[config.mk]
export PLATFORM = sky130hd
export DESIGN_NAME = cpu_core
export DESIGN_NICKNAME = d
export VERILOG_FILES = /design/src/hdl/core_pkg.sv /design/src/hdl/reg_file.sv /design/src/hdl/fetch_unit.sv /design/src/hdl/decode_stage.sv /design/src/hdl/execute_stage.sv /design/src/hdl/mem_stage.sv /design/src/hdl/cpu_core.sv
export SDC_FILE = /design/constraint.sdc
export NUM_CORES = 2
export LEC_CHECK = 0
export BUFFER_PORTS_ARGS = -buffer_cell sky130_fd_sc_hd__buf_2
export CORE_ASPECT_RATIO = 0.75
export CORE_MARGIN = 2
export CORE_UTILIZATION = 50
export DETAILED_ROUTE_END_ITERATION = 8
export PLACE_DENSITY = 0.77
export SLEW_MARGIN = 40
export SYNTH_ARGS = -nofsm -noshare
export SYNTH_HDL_FRONTEND = slang
export SYNTH_HIERARCHICAL = 1
export SYNTH_SLANG_ARGS = --single-unit
[constraint.sdc]
create_clock -name clk -period 5.75 [get_ports clk]
set_clock_uncertainty 0.2 [all_clocks]
set_input_delay 1.15 -clock clk [delete_from_list [all_inputs] [get_ports clk]]
set_output_delay 1.15 -clock clk [all_outputs]
set_load 0.02 [all_outputs]
[src/hdl/core_pkg.sv]
package core_pkg;

    localparam int XLEN       = 32;
    localparam int REG_ADDR_W = 5;
    localparam int NUM_REGS   = 32;

    localparam logic [XLEN-1:0] RESET_PC = 32'h0000_0000;

    // Major opcodes
    localparam logic [5:0] OP_RTYPE = 6'h00;
    localparam logic [5:0] OP_ADDIU = 6'h09;
    localparam logic [5:0] OP_SLTI  = 6'h0a;
    localparam logic [5:0] OP_ANDI  = 6'h0c;
    localparam logic [5:0] OP_ORI   = 6'h0d;
    localparam logic [5:0] OP_XORI  = 6'h0e;
    localparam logic [5:0] OP_LUI   = 6'h0f;
    localparam logic [5:0] OP_LB    = 6'h20;
    localparam logic [5:0] OP_LH    = 6'h21;
    localparam logic [5:0] OP_LW    = 6'h23;
    localparam logic [5:0] OP_LBU   = 6'h24;
    localparam logic [5:0] OP_LHU   = 6'h25;
    localparam logic [5:0] OP_SB    = 6'h28;
    localparam logic [5:0] OP_SH    = 6'h29;
    localparam logic [5:0] OP_SW    = 6'h2b;

    // R-type function codes
    localparam logic [5:0] FN_SLL  = 6'h00;
    localparam logic [5:0] FN_SRL  = 6'h02;
    localparam logic [5:0] FN_ADDU = 6'h21;
    localparam logic [5:0] FN_SUBU = 6'h23;
    localparam logic [5:0] FN_AND  = 6'h24;
    localparam logic [5:0] FN_OR   = 6'h25;
    localparam logic [5:0] FN_XOR  = 6'h26;
    localparam logic [5:0] FN_SLT  = 6'h2a;

    typedef enum logic [3:0] {
        ALU_ADD, ALU_SUB, ALU_AND, ALU_OR, ALU_XOR,
        ALU_SLT, ALU_SLL, ALU_SRL, ALU_LUI
    } alu_op_e;

    typedef enum logic [1:0] {
        MEM_WORD, MEM_HALF, MEM_BYTE
    } mem_size_e;

    typedef struct packed {
        logic [XLEN-1:0] instr;
        logic [XLEN-1:0] pc;
    } fetch_pkt_t;

    typedef struct packed {
        logic                  valid;
        logic [REG_ADDR_W-1:0] rs;
        logic [REG_ADDR_W-1:0] rt;
        logic [REG_ADDR_W-1:0] dest;
        logic [XLEN-1:0]       rs_val;
        logic [XLEN-1:0]       rt_val;
        logic [XLEN-1:0]       imm;
        logic [4:0]            shamt;
        alu_op_e               alu_op;
        logic                  use_imm;
        logic                  reg_write;
        logic                  mem_read;
        logic                  mem_write;
        mem_size_e             mem_size;
        logic                  load_signed;
    } id_ex_t;

    typedef struct packed {
        logic                  valid;
        logic [XLEN-1:0]       alu_result;
        logic [XLEN-1:0]       store_data;
        logic [REG_ADDR_W-1:0] dest;
        logic                  reg_write;
        logic                  mem_read;
        logic                  mem_write;
        mem_size_e             mem_size;
        logic                  load_signed;
    } ex_mem_t;

    typedef struct packed {
        logic                  valid;
        logic                  reg_write;
        logic [REG_ADDR_W-1:0] dest;
        logic [XLEN-1:0]       data;
    } wb_t;

    typedef struct packed {
        logic [XLEN-1:0] addr;
    } ibus_req_t;

    typedef struct packed {
        logic [XLEN-1:0] addr;
        logic [XLEN-1:0] wdata;
        logic [3:0]      wstrb;
    } dbus_req_t;

endpackage

[src/hdl/reg_file.sv]
`timescale 1ns/1ns

module reg_file import core_pkg::*; (
    input  logic                  clk,
    input  logic                  rst_n,
    input  logic [REG_ADDR_W-1:0] rs_addr,
    input  logic [REG_ADDR_W-1:0] rt_addr,
    output logic [XLEN-1:0]       rs_data,
    output logic [XLEN-1:0]       rt_data,
    input  wb_t                   wb
);

    logic [XLEN-1:0] regs [NUM_REGS];
    logic            wr_en;

    assign wr_en = wb.valid && wb.reg_write;

    // Write-through so decode sees the value retiring this cycle
    function automatic logic [XLEN-1:0] read_port(input logic [REG_ADDR_W-1:0] addr);
        if (addr == '0) begin
            return '0;
        end
        if (wr_en && (wb.dest == addr)) begin
            return wb.data;
        end
        return regs[addr];
    endfunction

    always_comb begin
        rs_data = read_port(rs_addr);
        rt_data = read_port(rt_addr);
    end

    always_ff @(posedge clk or negedge rst_n) begin
        if (!rst_n) begin
            for (int i = 0; i < NUM_REGS; i++) begin
                regs[i] <= '0;
            end
        end else if (wr_en) begin
            regs[wb.dest] <= wb.data;
        end
    end

endmodule

[src/hdl/fetch_unit.sv]
`timescale 1ns/1ns

module fetch_unit import core_pkg::*; (
    input  logic            clk,
    input  logic            rst_n,
    input  logic            stall,
    output logic            ibus_req_valid,
    input  logic            ibus_req_ready,
    output ibus_req_t       ibus_req,
    input  logic            ibus_resp_valid,
    input  logic [XLEN-1:0] ibus_resp_rdata,
    output logic            fetch_valid,
    input  logic            fetch_ready,
    output fetch_pkt_t      fetch
);

    logic [XLEN-1:0] pc;
    logic            outstanding;
    logic            buf_valid;
    logic            req_fire;
    logic            resp_fire;
    logic            handoff;

    assign req_fire  = ibus_req_valid && ibus_req_ready;
    assign resp_fire = ibus_resp_valid && outstanding;
    assign handoff   = buf_valid && fetch_ready && !stall;

    // PC only moves on acceptance, so it is stable while valid is high
    assign ibus_req.addr = pc;
    assign fetch_valid   = buf_valid;

    always_ff @(posedge clk or negedge rst_n) begin
        if (!rst_n) begin
            pc             <= RESET_PC;
            ibus_req_valid <= 1'b0;
            outstanding    <= 1'b0;
        end else begin
            if (req_fire) begin
                pc             <= pc + 32'd4;
                ibus_req_valid <= 1'b0;
                outstanding    <= 1'b1;
            end else if (!ibus_req_valid && !outstanding && (!buf_valid || handoff)) begin
                // Buffer is or becomes empty, so the next response has room
                ibus_req_valid <= 1'b1;
            end
            if (resp_fire) begin
                outstanding <= 1'b0;
            end
        end
    end

    always_ff @(posedge clk or negedge rst_n) begin
        if (!rst_n) begin
            buf_valid <= 1'b0;
        end else if (resp_fire) begin
            buf_valid <= 1'b1;
        end else if (handoff) begin
            buf_valid <= 1'b0;
        end
    end

    always_ff @(posedge clk) begin
        if (resp_fire) begin
            fetch.instr <= ibus_resp_rdata;
            // PC has already stepped past the returned instruction
            fetch.pc    <= pc - 32'd4;
        end
    end

endmodule

[src/hdl/decode_stage.sv]
`timescale 1ns/1ns

module decode_stage import core_pkg::*; (
    input  logic                  clk,
    input  logic                  rst_n,
    input  logic                  stall,
    input  logic                  fetch_valid,
    output logic                  fetch_ready,
    input  fetch_pkt_t            fetch,
    output logic [REG_ADDR_W-1:0] rs_addr,
    output logic [REG_ADDR_W-1:0] rt_addr,
    input  logic [XLEN-1:0]       rs_data,
    input  logic [XLEN-1:0]       rt_data,
    input  logic [REG_ADDR_W-1:0] ex_dest,
    input  logic                  ex_load,
    output id_ex_t                id_ex
);

    logic [5:0]            opcode;
    logic [5:0]            funct;
    logic [REG_ADDR_W-1:0] rd;
    logic                  uses_rt;
    logic                  hazard;
    id_ex_t                dec;

    assign opcode  = fetch.instr[31:26];
    assign funct   = fetch.instr[5:0];
    assign rs_addr = fetch.instr[25:21];
    assign rt_addr = fetch.instr[20:16];
    assign rd      = fetch.instr[15:11];

    // Only R-type and stores read rt
    assign uses_rt = (opcode == OP_RTYPE) || (opcode == OP_SB) ||
                     (opcode == OP_SH) || (opcode == OP_SW);

    // Load in EX feeding this instruction
    assign hazard = fetch_valid && ex_load &&
                    ((ex_dest == rs_addr) || (uses_rt && (ex_dest == rt_addr)));

    assign fetch_ready = !stall && !hazard;

    always_comb begin
        dec         = '0;
        dec.valid   = 1'b1;
        dec.rs      = rs_addr;
        dec.rt      = rt_addr;
        dec.dest    = rt_addr;
        dec.rs_val  = rs_data;
        dec.rt_val  = rt_data;
        dec.imm     = {{16{fetch.instr[15]}}, fetch.instr[15:0]};
        dec.shamt   = fetch.instr[10:6];
        dec.use_imm = 1'b1;
        dec.alu_op  = ALU_ADD;

        // Access size follows the low opcode bits for loads and stores
        case (opcode[1:0])
            2'b00:   dec.mem_size = MEM_BYTE;
            2'b01:   dec.mem_size = MEM_HALF;
            default: dec.mem_size = MEM_WORD;
        endcase

        case (opcode)
            OP_RTYPE: begin
                dec.dest      = rd;
                dec.use_imm   = 1'b0;
                dec.reg_write = 1'b1;
                case (funct)
                    FN_ADDU: dec.alu_op = ALU_ADD;
                    FN_SUBU: dec.alu_op = ALU_SUB;
                    FN_AND:  dec.alu_op = ALU_AND;
                    FN_OR:   dec.alu_op = ALU_OR;
                    FN_XOR:  dec.alu_op = ALU_XOR;
                    FN_SLT:  dec.alu_op = ALU_SLT;
                    FN_SLL:  dec.alu_op = ALU_SLL;
                    FN_SRL:  dec.alu_op = ALU_SRL;
                    default: dec.reg_write = 1'b0;
                endcase
            end
            OP_ADDIU: dec.reg_write = 1'b1;
            OP_SLTI: begin
                dec.alu_op    = ALU_SLT;
                dec.reg_write = 1'b1;
            end
            OP_ANDI, OP_ORI, OP_XORI: begin
                dec.imm       = {16'h0000, fetch.instr[15:0]};
                dec.alu_op    = (opcode == OP_ANDI) ? ALU_AND :
                                (opcode == OP_ORI)  ? ALU_OR  : ALU_XOR;
                dec.reg_write = 1'b1;
            end
            OP_LUI: begin
                dec.alu_op    = ALU_LUI;
                dec.reg_write = 1'b1;
            end
            OP_LB, OP_LH, OP_LW, OP_LBU, OP_LHU: begin
                dec.mem_read    = 1'b1;
                dec.reg_write   = 1'b1;
                // LBU and LHU have opcode bit 2 set
                dec.load_signed = !opcode[2];
            end
            OP_SB, OP_SH, OP_SW: dec.mem_write = 1'b1;
            default: ;
        endcase

        // Writes to register zero are dropped
        if (dec.dest == '0) begin
            dec.reg_write = 1'b0;
        end
    end

    always_ff @(posedge clk or negedge rst_n) begin
        if (!rst_n) begin
            id_ex <= '0;
        end else if (!stall) begin
            id_ex <= (fetch_valid && fetch_ready) ? dec : '0;
        end
    end

endmodule

[src/hdl/execute_stage.sv]
`timescale 1ns/1ns

module execute_stage import core_pkg::*; (
    input  logic                  clk,
    input  logic                  rst_n,
    input  logic                  stall,
    input  id_ex_t                id_ex,
    input  wb_t                   wb,
    output logic [REG_ADDR_W-1:0] ex_dest,
    output logic                  ex_load,
    output ex_mem_t               ex_mem
);

    logic [XLEN-1:0] rs_fwd;
    logic [XLEN-1:0] rt_fwd;
    logic [XLEN-1:0] op_b;
    logic [XLEN-1:0] alu_result;

    assign ex_dest = id_ex.dest;
    assign ex_load = id_ex.valid && id_ex.mem_read;

    // Youngest producer first, register file value last
    function automatic logic [XLEN-1:0] forward(input logic [REG_ADDR_W-1:0] idx,
                                                input logic [XLEN-1:0]       rf_val);
        if (ex_mem.valid && ex_mem.reg_write && (ex_mem.dest == idx)) begin
            return ex_mem.alu_result;
        end
        if (wb.valid && wb.reg_write && (wb.dest == idx)) begin
            return wb.data;
        end
        return rf_val;
    endfunction

    always_comb begin
        rs_fwd = forward(id_ex.rs, id_ex.rs_val);
        rt_fwd = forward(id_ex.rt, id_ex.rt_val);
    end

    assign op_b = id_ex.use_imm ? id_ex.imm : rt_fwd;

    always_comb begin
        case (id_ex.alu_op)
            ALU_ADD: alu_result = rs_fwd + op_b;
            ALU_SUB: alu_result = rs_fwd - op_b;
            ALU_AND: alu_result = rs_fwd & op_b;
            ALU_OR:  alu_result = rs_fwd | op_b;
            ALU_XOR: alu_result = rs_fwd ^ op_b;
            ALU_SLT: alu_result = {{(XLEN-1){1'b0}}, $signed(rs_fwd) < $signed(op_b)};
            // Shifts take rt and the shamt field
            ALU_SLL: alu_result = rt_fwd << id_ex.shamt;
            ALU_SRL: alu_result = rt_fwd >> id_ex.shamt;
            ALU_LUI: alu_result = {id_ex.imm[15:0], 16'h0000};
            default: alu_result = '0;
        endcase
    end

    always_ff @(posedge clk or negedge rst_n) begin
        if (!rst_n) begin
            ex_mem <= '0;
        end else if (!stall) begin
            ex_mem.valid       <= id_ex.valid;
            ex_mem.alu_result  <= alu_result;
            ex_mem.store_data  <= rt_fwd;
            ex_mem.dest        <= id_ex.dest;
            ex_mem.reg_write   <= id_ex.valid && id_ex.reg_write;
            ex_mem.mem_read    <= id_ex.valid && id_ex.mem_read;
            ex_mem.mem_write   <= id_ex.valid && id_ex.mem_write;
            ex_mem.mem_size    <= id_ex.mem_size;
            ex_mem.load_signed <= id_ex.load_signed;
        end
    end

endmodule

[src/hdl/mem_stage.sv]
`timescale 1ns/1ns

module mem_stage import core_pkg::*; (
    input  logic            clk,
    input  logic            rst_n,
    input  ex_mem_t         ex_mem,
    output logic            dbus_req_valid,
    input  logic            dbus_req_ready,
    output dbus_req_t       dbus_req,
    input  logic            dbus_resp_valid,
    input  logic [XLEN-1:0] dbus_resp_rdata,
    output logic            mem_busy,
    output wb_t             wb
);

    logic            mem_op;
    logic            waiting;
    logic            resp_fire;
    logic [1:0]      lane;
    logic [3:0]      wstrb;
    logic [XLEN-1:0] wdata;
    logic [XLEN-1:0] rdata_sel;
    logic [XLEN-1:0] load_data;

    assign lane      = ex_mem.alu_result[1:0];
    assign mem_op    = ex_mem.valid && (ex_mem.mem_read || ex_mem.mem_write);
    assign resp_fire = dbus_resp_valid && waiting;

    // Pipeline holds from entry of a memory op up to its response
    assign mem_busy = mem_op && !resp_fire;

    // Store lane placement
    always_comb begin
        case (ex_mem.mem_size)
            MEM_BYTE: begin
                wstrb = 4'b0001 << lane;
                wdata = {24'h000000, ex_mem.store_data[7:0]} << {lane, 3'b000};
            end
            MEM_HALF: begin
                wstrb = lane[1] ? 4'b1100 : 4'b0011;
                wdata = lane[1] ? {ex_mem.store_data[15:0], 16'h0000} :
                                  {16'h0000, ex_mem.store_data[15:0]};
            end
            default: begin
                wstrb = 4'b1111;
                wdata = ex_mem.store_data;
            end
        endcase
    end

    // EX/MEM is frozen while busy, so the payload stays stable
    assign dbus_req.addr  = (ex_mem.mem_size == MEM_WORD) ?
                            {ex_mem.alu_result[XLEN-1:2], 2'b00} : ex_mem.alu_result;
    assign dbus_req.wdata = ex_mem.mem_write ? wdata : '0;
    assign dbus_req.wstrb = ex_mem.mem_write ? wstrb : 4'b0000;

    // Load lane extraction and extension
    always_comb begin
        rdata_sel = dbus_resp_rdata;
        case (ex_mem.mem_size)
            MEM_BYTE: begin
                rdata_sel = dbus_resp_rdata >> {lane, 3'b000};
                load_data = {{24{ex_mem.load_signed & rdata_sel[7]}}, rdata_sel[7:0]};
            end
            MEM_HALF: begin
                rdata_sel = dbus_resp_rdata >> {lane[1], 4'b0000};
                load_data = {{16{ex_mem.load_signed & rdata_sel[15]}}, rdata_sel[15:0]};
            end
            default: load_data = rdata_sel;
        endcase
    end

    always_ff @(posedge clk or negedge rst_n) begin
        if (!rst_n) begin
            dbus_req_valid <= 1'b0;
            waiting        <= 1'b0;
        end else begin
            if (dbus_req_valid && dbus_req_ready) begin
                dbus_req_valid <= 1'b0;
                waiting        <= 1'b1;
            end else if (mem_op && !dbus_req_valid && !waiting) begin
                dbus_req_valid <= 1'b1;
            end
            if (resp_fire) begin
                waiting <= 1'b0;
            end
        end
    end

    // MEM/WB holds while busy so forwarding from it stays valid
    always_ff @(posedge clk or negedge rst_n) begin
        if (!rst_n) begin
            wb <= '0;
        end else if (!mem_busy) begin
            wb.valid     <= ex_mem.valid;
            wb.reg_write <= ex_mem.valid && ex_mem.reg_write;
            wb.dest      <= ex_mem.dest;
            wb.data      <= ex_mem.mem_read ? load_data : ex_mem.alu_result;
        end
    end

endmodule

[src/hdl/cpu_core.sv]
`timescale 1ns/1ns

module cpu_core import core_pkg::*; (
    input  logic            clk,
    input  logic            rst_n,

    output logic            ibus_req_valid,
    input  logic            ibus_req_ready,
    output ibus_req_t       ibus_req,
    input  logic            ibus_resp_valid,
    input  logic [XLEN-1:0] ibus_resp_rdata,

    output logic            dbus_req_valid,
    input  logic            dbus_req_ready,
    output dbus_req_t       dbus_req,
    input  logic            dbus_resp_valid,
    input  logic [XLEN-1:0] dbus_resp_rdata
);

    logic                  fetch_valid;
    logic                  fetch_ready;
    fetch_pkt_t            fetch;
    logic [REG_ADDR_W-1:0] rs_addr;
    logic [REG_ADDR_W-1:0] rt_addr;
    logic [XLEN-1:0]       rs_data;
    logic [XLEN-1:0]       rt_data;
    logic [REG_ADDR_W-1:0] ex_dest;
    logic                  ex_load;
    id_ex_t                id_ex;
    ex_mem_t               ex_mem;
    wb_t                   wb;
    logic                  mem_busy;

    fetch_unit fetch_unit_inst (
        .clk             (clk),
        .rst_n           (rst_n),
        .stall           (mem_busy),
        .ibus_req_valid  (ibus_req_valid),
        .ibus_req_ready  (ibus_req_ready),
        .ibus_req        (ibus_req),
        .ibus_resp_valid (ibus_resp_valid),
        .ibus_resp_rdata (ibus_resp_rdata),
        .fetch_valid     (fetch_valid),
        .fetch_ready     (fetch_ready),
        .fetch           (fetch)
    );

    decode_stage decode_stage_inst (
        .clk         (clk),
        .rst_n       (rst_n),
        .stall       (mem_busy),
        .fetch_valid (fetch_valid),
        .fetch_ready (fetch_ready),
        .fetch       (fetch),
        .rs_addr     (rs_addr),
        .rt_addr     (rt_addr),
        .rs_data     (rs_data),
        .rt_data     (rt_data),
        .ex_dest     (ex_dest),
        .ex_load     (ex_load),
        .id_ex       (id_ex)
    );

    reg_file reg_file_inst (
        .clk     (clk),
        .rst_n   (rst_n),
        .rs_addr (rs_addr),
        .rt_addr (rt_addr),
        .rs_data (rs_data),
        .rt_data (rt_data),
        .wb      (wb)
    );

    execute_stage execute_stage_inst (
        .clk     (clk),
        .rst_n   (rst_n),
        .stall   (mem_busy),
        .id_ex   (id_ex),
        .wb      (wb),
        .ex_dest (ex_dest),
        .ex_load (ex_load),
        .ex_mem  (ex_mem)
    );

    mem_stage mem_stage_inst (
        .clk             (clk),
        .rst_n           (rst_n),
        .ex_mem          (ex_mem),
        .dbus_req_valid  (dbus_req_valid),
        .dbus_req_ready  (dbus_req_ready),
        .dbus_req        (dbus_req),
        .dbus_resp_valid (dbus_resp_valid),
        .dbus_resp_rdata (dbus_resp_rdata),
        .mem_busy        (mem_busy),
        .wb              (wb)
    );

endmodule

== Word-level counts from Yosys, hierarchy flattened ==
Cells that the tools add are included.
Word-level totals
  word-level logic and storage cells: 263
  bits in registers: 1336
  output and inout port bits: 102
  input port bits: 70
Cells by class
  $add $sub $neg: 3
  $lt $le $gt $ge: 5
  bitwise logic cells: 8
  muxes and demuxes: 73
  equal/unequal tests: 40
  shift operators: 6
  reduce and logical (&&, ||, !) cells: 61
Operators with widths (number)
  $bwmux 1024: 1
  $mux 32: 26
  $bmux 32 s5: 2
  $pmux 32 s9: 1
  $demux 32 s5: 1
  $mux 128: 1
  $pmux 32 s2: 2
  $eq 6x6->1 const B: 14
  $eq 5x5->1: 8
  $eq 6x4->1 const B: 6
  $add 32x3->32 const B: 1
  $add 32x32->32: 1
  $and 32x32->32: 1
  $lt 32x32->1: 1
  $or 32x32->32: 1
  $shl 32x5->32: 1
  $shl 8x5->32: 1
  $shr 32x5->16: 1
  $shr 32x5->32: 1
  $shr 32x5->8: 1
  $sub 32x32->32: 1
  $xor 32x32->32: 1
  $logic_and 1x1->1: 28
  $mux 1: 28
  other kinds (32): 66

== Depth between registers and ports, before layout ==
  depth after elaboration: 15
  gate-level depth with buffers: 21
  gate-level depth less buffers: 19

== Modules after synthesis ==
The synthesis kept the hierarchy.
By module, submodules not included
  reg_file: area an instance 55649.6 µm², sequential area each 25624.6 µm², times used 1, cells an instance 3861
  execute_stage: area an instance 13788.2 µm², sequential area each 1901.8 µm², times used 1, cells an instance 1937
  decode_stage: area an instance 4630.7 µm², sequential area each 2702.6 µm², times used 1, cells an instance 374
  fetch_unit: area an instance 4043.9 µm², sequential area each 2687.6 µm², times used 1, cells an instance 290
  mem_stage: area an instance 3233.1 µm², sequential area each 1026.0 µm², times used 1, cells an instance 404

== Worst setup path before layout ==
OpenSTA, ideal clock, no wires.
  path kind: flip-flop to flip-flop
  start: reg decode_stage_inst/id_ex[121] (netlist name)
  end: reg execute_stage_inst/ex_mem[72] (netlist name)
  stages on the path, launching flop included: 22
  setup time: 0.135 ns
  data arrival time: 5.117 ns
  slack: 0.298 ns
  path through: dfrtp_1 > xor2_1 > or4b_1 > buf_2 > or2_4 > buf_6 > buf_2 > buf_2 > a31o_2 > o21ai_0 > inv_1 > ha_1 > or2_2 > a221oi_1 > o221ai_1 > a21oi_1 > o21ai_0 > o41a_1 > o31ai_1 > mux2i_1 > nor4_1 > o22ai_1
Between the ends
  cells in the longest elaborated chain, start to end: 9
  elaborated cells on any way between the ends: 19
RTL lines
  $eq 5x5->1: RTL line execute_stage.sv:28  | if (wb.valid && wb.reg_write && (wb.dest == idx)) begin
  $logic_and 1x1->1: RTL line execute_stage.sv:28
  $mux 1 (2 in series): RTL line execute_stage.sv:28
  $mux 32: RTL line execute_stage.sv:31  | return rf_val;
  $mux 32 (*): RTL line execute_stage.sv:28
  $mux 32: RTL line execute_stage.sv:39  | assign op_b = id_ex.use_imm ? id_ex.imm : rt_fwd;
  $sub 32x32->32, or another cell as far along: RTL line execute_stage.sv:44  | ALU_SUB: alu_result = rs_fwd - op_b;
  $pmux 32 s9 (*): RTL line execute_stage.sv:42  | case (id_ex.alu_op)
Every way passes the cells marked *; elsewhere a longest branch is shown, timed or not. The select of a mux whose other input is x is not followed.
A chain may end at the register's enable or synchronous reset.

== Worst setup path in the final report ==
  start: reg execute_stage_inst/ex_mem[6] (netlist name)
  end: reg execute_stage_inst/ex_mem[62] (netlist name)
Between the ends
  cells in the longest elaborated chain, start to end: 7
  elaborated cells on any way between the ends: 17
RTL lines
  $eq 5x5->1: RTL line execute_stage.sv:25  | if (ex_mem.valid && ex_mem.reg_write && (ex_mem.dest == idx)) begin
  $logic_and 1x1->1: RTL line execute_stage.sv:25
  $mux 1: RTL line execute_stage.sv:25
  $mux 32: RTL line execute_stage.sv:28
  $mux 32: RTL line execute_stage.sv:39
  $sub 32x32->32, or another cell as far along: RTL line execute_stage.sv:44
  $pmux 32 s9 (*): RTL line execute_stage.sv:42
Every way passes the cells marked *; elsewhere a longest branch is shown, timed or not.

==> metrics.md <==
| Metric | Value |
|---|---|
| Maxcap violations | 0 |
| Synth warn | 6 |
| Max Clock Freq | 0.178 GHz |
| Clock Tree Buf Depth | 3 |
| P_leak | 40.5 nW |
| Hpwl dp | about 230 mm |
| H-tree depth | 4 |
| Reg2Reg Setup Slack | 0.13 ns |
| Power Total | 0.0238 W |
| Global route total overflow | 0 |
| Port buffer count | 169 |
| GR Util met3 | 0.224 |
| Residual DRC count | 0 |
| Vias in the first global route | roughly 63k |
| Critical path depth | 19 |
| Final period utilization | 0.977 |
| Crit Path Category | reg -> reg |
| Worst-path clk slew | 0.06 ns |
| Min Tclk post-route | 5.62 ns |
| First-pass GRT wire length | 466 mm |
| Slowest stage cell, crit path | a221o_1 |
| Status | completed |
| Largest fanout on the critical path | 25 |
| Row count | ~130 |
| Die ar. | between 150000 and 200000 um^2 |
| GRT Total Usage | 0.399 |
| Setup TNS | 0 ns |
| Ports | 172 |
| Maximum vdd ir drop | about 0.34 mV |
| Worst-Skew Late Latency | 0.82 ns |
| Slew Limit Headroom | 0.297 |
| Slew @ Worst Pin | approximately 1.0 ns |
| Worst EP required | 6.20 ns |
| Count of final setup violators | 0 |
| Startpoint Class | register |
| Most used cell along the critical path | buf_4 |
| # fillers | roughly 13k |
| Most Used Layer, Global Route | met1 |
| Dpl cells | 8764 |
| GP Congestion | 1.15 |
| GR Layer Usage met2 | 0.506 |
| Hold depth | 1 |
| CTS Root Cell | clkbuf_16 |
| P&R area growth vs syn | 11.5% |
| Largest net degree at the start of global routing | between 100 and 150 |
| Post-DRT Antenna Nets | 0 |
| Initial drt markers | 11.5k |
| WL final | approximately 330 mm |
| Routed wire per std cell | approximately 37 um |
| Sink Count | 1314 |
| Power Density | 268 nW/um^2 |
| RSZ-0062 raised after global routing | no |
| Fin cells | ~9k |
| Capturing element type of the critical path | register |
| Share of cells above drive strength 1 | 0.379 |
| HP Class | reg -> reg |
| Num CTS Buffers | between 100 and 150 |
| NumNets Final | 6971 |
| R2r worst-path depth | 19 |
| Avg Inst Size Synth | 11.8 um^2 |
| Worst-path cell chain | xor2_1 -> nand3b_1 -> buf_4 -> nor3_1 -> a31o_2 -> o21ai_0 -> ha_1 -> buf_4 -> o211ai_1 -> o211ai_1 -> a221o_1 -> o31a_1 -> a21o_1 -> a31oi_1 -> buf_4 -> nor2_1 -> xnor2_1 -> a22oi_1 -> a32oi_1 |
| Number of buffers and inverters on the critical path | 3 |
| Worst path top cell family by delay | compound AO/OA/AOI/OAI gates |
| Via-per-instance ratio | about 7.3 |
| CTS tree | done |
| M1 GR Usage | 0.550 |
| Die Wd | 465 um |
| Initial Util | 0.505 |
| Fin. Hold Viols | 0 |
| Router iterations before antenna repair | 9 |
| Vias | 66.1k |
| Final Slew Violations | 0 |
| Initial antenna violation count | 15 |
| Critical path arrival | 6.07 ns |
| Cell Area, Synth | approximately 80000 um^2 |
| Post-synthesis instance total | between 6k and 7k |
| Largest stage delay, worst path | about 0.44 ns |
| Chip Height | 350 um |
| Placeable Area | 158000 um^2 |
what timing repair did:
item,CTS,global route
hold buffers,0,1
setup buffers,0,1
hold endpoints to repair,0,5
resized for setup,0,17
endpoints found under the setup margin,0,12
per-stage QoR:
step,utilization,worst slack (ns),hold slack [ns],cell area [um^2]
2_1_floorplan,-,0.298,0.243,79800
3_3_place_gp,0.529,0.0861,0.257,83500
3_5_place_dp,0.532,0.0913,0.263,84100
4_1_cts,0.561,0.0790,0.127,88700
5_1_grt,0.564,0.0230,0.282,89000
6_report,0.564,0.130,0.271,89100
final cells by class:
| type | count | area (um^2) | area share |
|---|---|---|---|
| multi-input cells | 4606 | 43300 | 0.486 |
| flip-flops and latches | 1314 | 33000 | 0.371 |
| repair buffers | 615 | 4930 | 0.0554 |
| clock buffers | 187 | 3900 | 0.0438 |
| well taps | 2112 | 2640 | 0.0297 |
| clock inverters | 58 | 691 | 0.00776 |
| inverters | 126 | 483 | 0.00542 |
| diodes | 25 | 62.6 | 0.000702 |
cell usage in the layout (no fill, tap or decap), types with 53 or more instances in the layout:
cell type     n
buf_2       168
a31oi_1      54
o21ai_0     216
inv_1       122
ha_1        101
mux2i_1     256
buf_4       391
mux2_2     1192
a221oi_1     63
xnor2_1      61
nor3_1      157
a21oi_1     212
o22ai_1     142
nand2_1     316
clkbuf_16   140
nand4_1      63
a22oi_1      89
mux4_2      416
a22o_1      103
nor2b_1      53
nor2_1      271
nand3_1      63
dfrtp_1    1278
report_power, final:
part	switching (W)	internal, W
Sequential	0.000376	0.00947
Combinational	0.00331	0.00145
Clock	0.00403	0.00520
per-layer routing:
layer / vias to the layer above / routed length [um]
li1: 25760 / -
met1: 33878 / 129000
met2: 5408 / 128000
met3: 1034 / 58700
met4: 20 / 15600
met5: - / 655
state kept, by name, indices dropped and copies added, names as in the netlist:
register and cells:
mem_stage_inst/waiting 1, fetch_unit_inst/fetch 32, decode_stage_inst/id_ex 108, mem_stage_inst/dbus_req_valid 1, mem_stage_inst/wb 39, reg_file_inst/regs 1024
fetch_unit_inst/outstanding 1, fetch_unit_inst/fetch_valid 1, fetch_unit_inst/ibus_req 30, fetch_unit_inst/ibus_req_valid 1, execute_stage_inst/ex_mem 76
worst paths after layout:
path                                                     startpoint                                        end
min reg2reg                     fetch_unit_inst/fetch[40]$_DFFE_PP_    decode_stage_inst/id_ex[24]$_DFFE_PN0N_
min                             fetch_unit_inst/fetch[40]$_DFFE_PP_    decode_stage_inst/id_ex[24]$_DFFE_PN0N_
max in group asynchronous                                     rst_n        reg_file_inst/regs[540]$_DFFE_PN0P_
min in group asynchronous                                     rst_n   fetch_unit_inst/ibus_req[27]$_DFFE_PN0P_
max reg2reg                execute_stage_inst/ex_mem[6]$_DFFE_PN0N_  execute_stage_inst/ex_mem[62]$_DFFE_PN0N_
max                        execute_stage_inst/ex_mem[6]$_DFFE_PN0N_  execute_stage_inst/ex_mem[62]$_DFFE_PN0N_
worst reg2reg max path, cell delays in order (launching register included):
cell,delay [ns]
dfrtp_1,0.42
xor2_1,0.36
nand3b_1,0.41
buf_4,0.40
nor3_1,0.13
a31o_2,0.26
o21ai_0,0.28
ha_1,0.33
buf_4,0.17
o211ai_1,0.17
o211ai_1,0.23
a221o_1,0.45
o31a_1,0.30
a21o_1,0.23
a31oi_1,0.19
buf_4,0.19
nor2_1,0.06
xnor2_1,0.18
a22oi_1,0.33
a32oi_1,0.16
(Power assumes the default switching activity.)
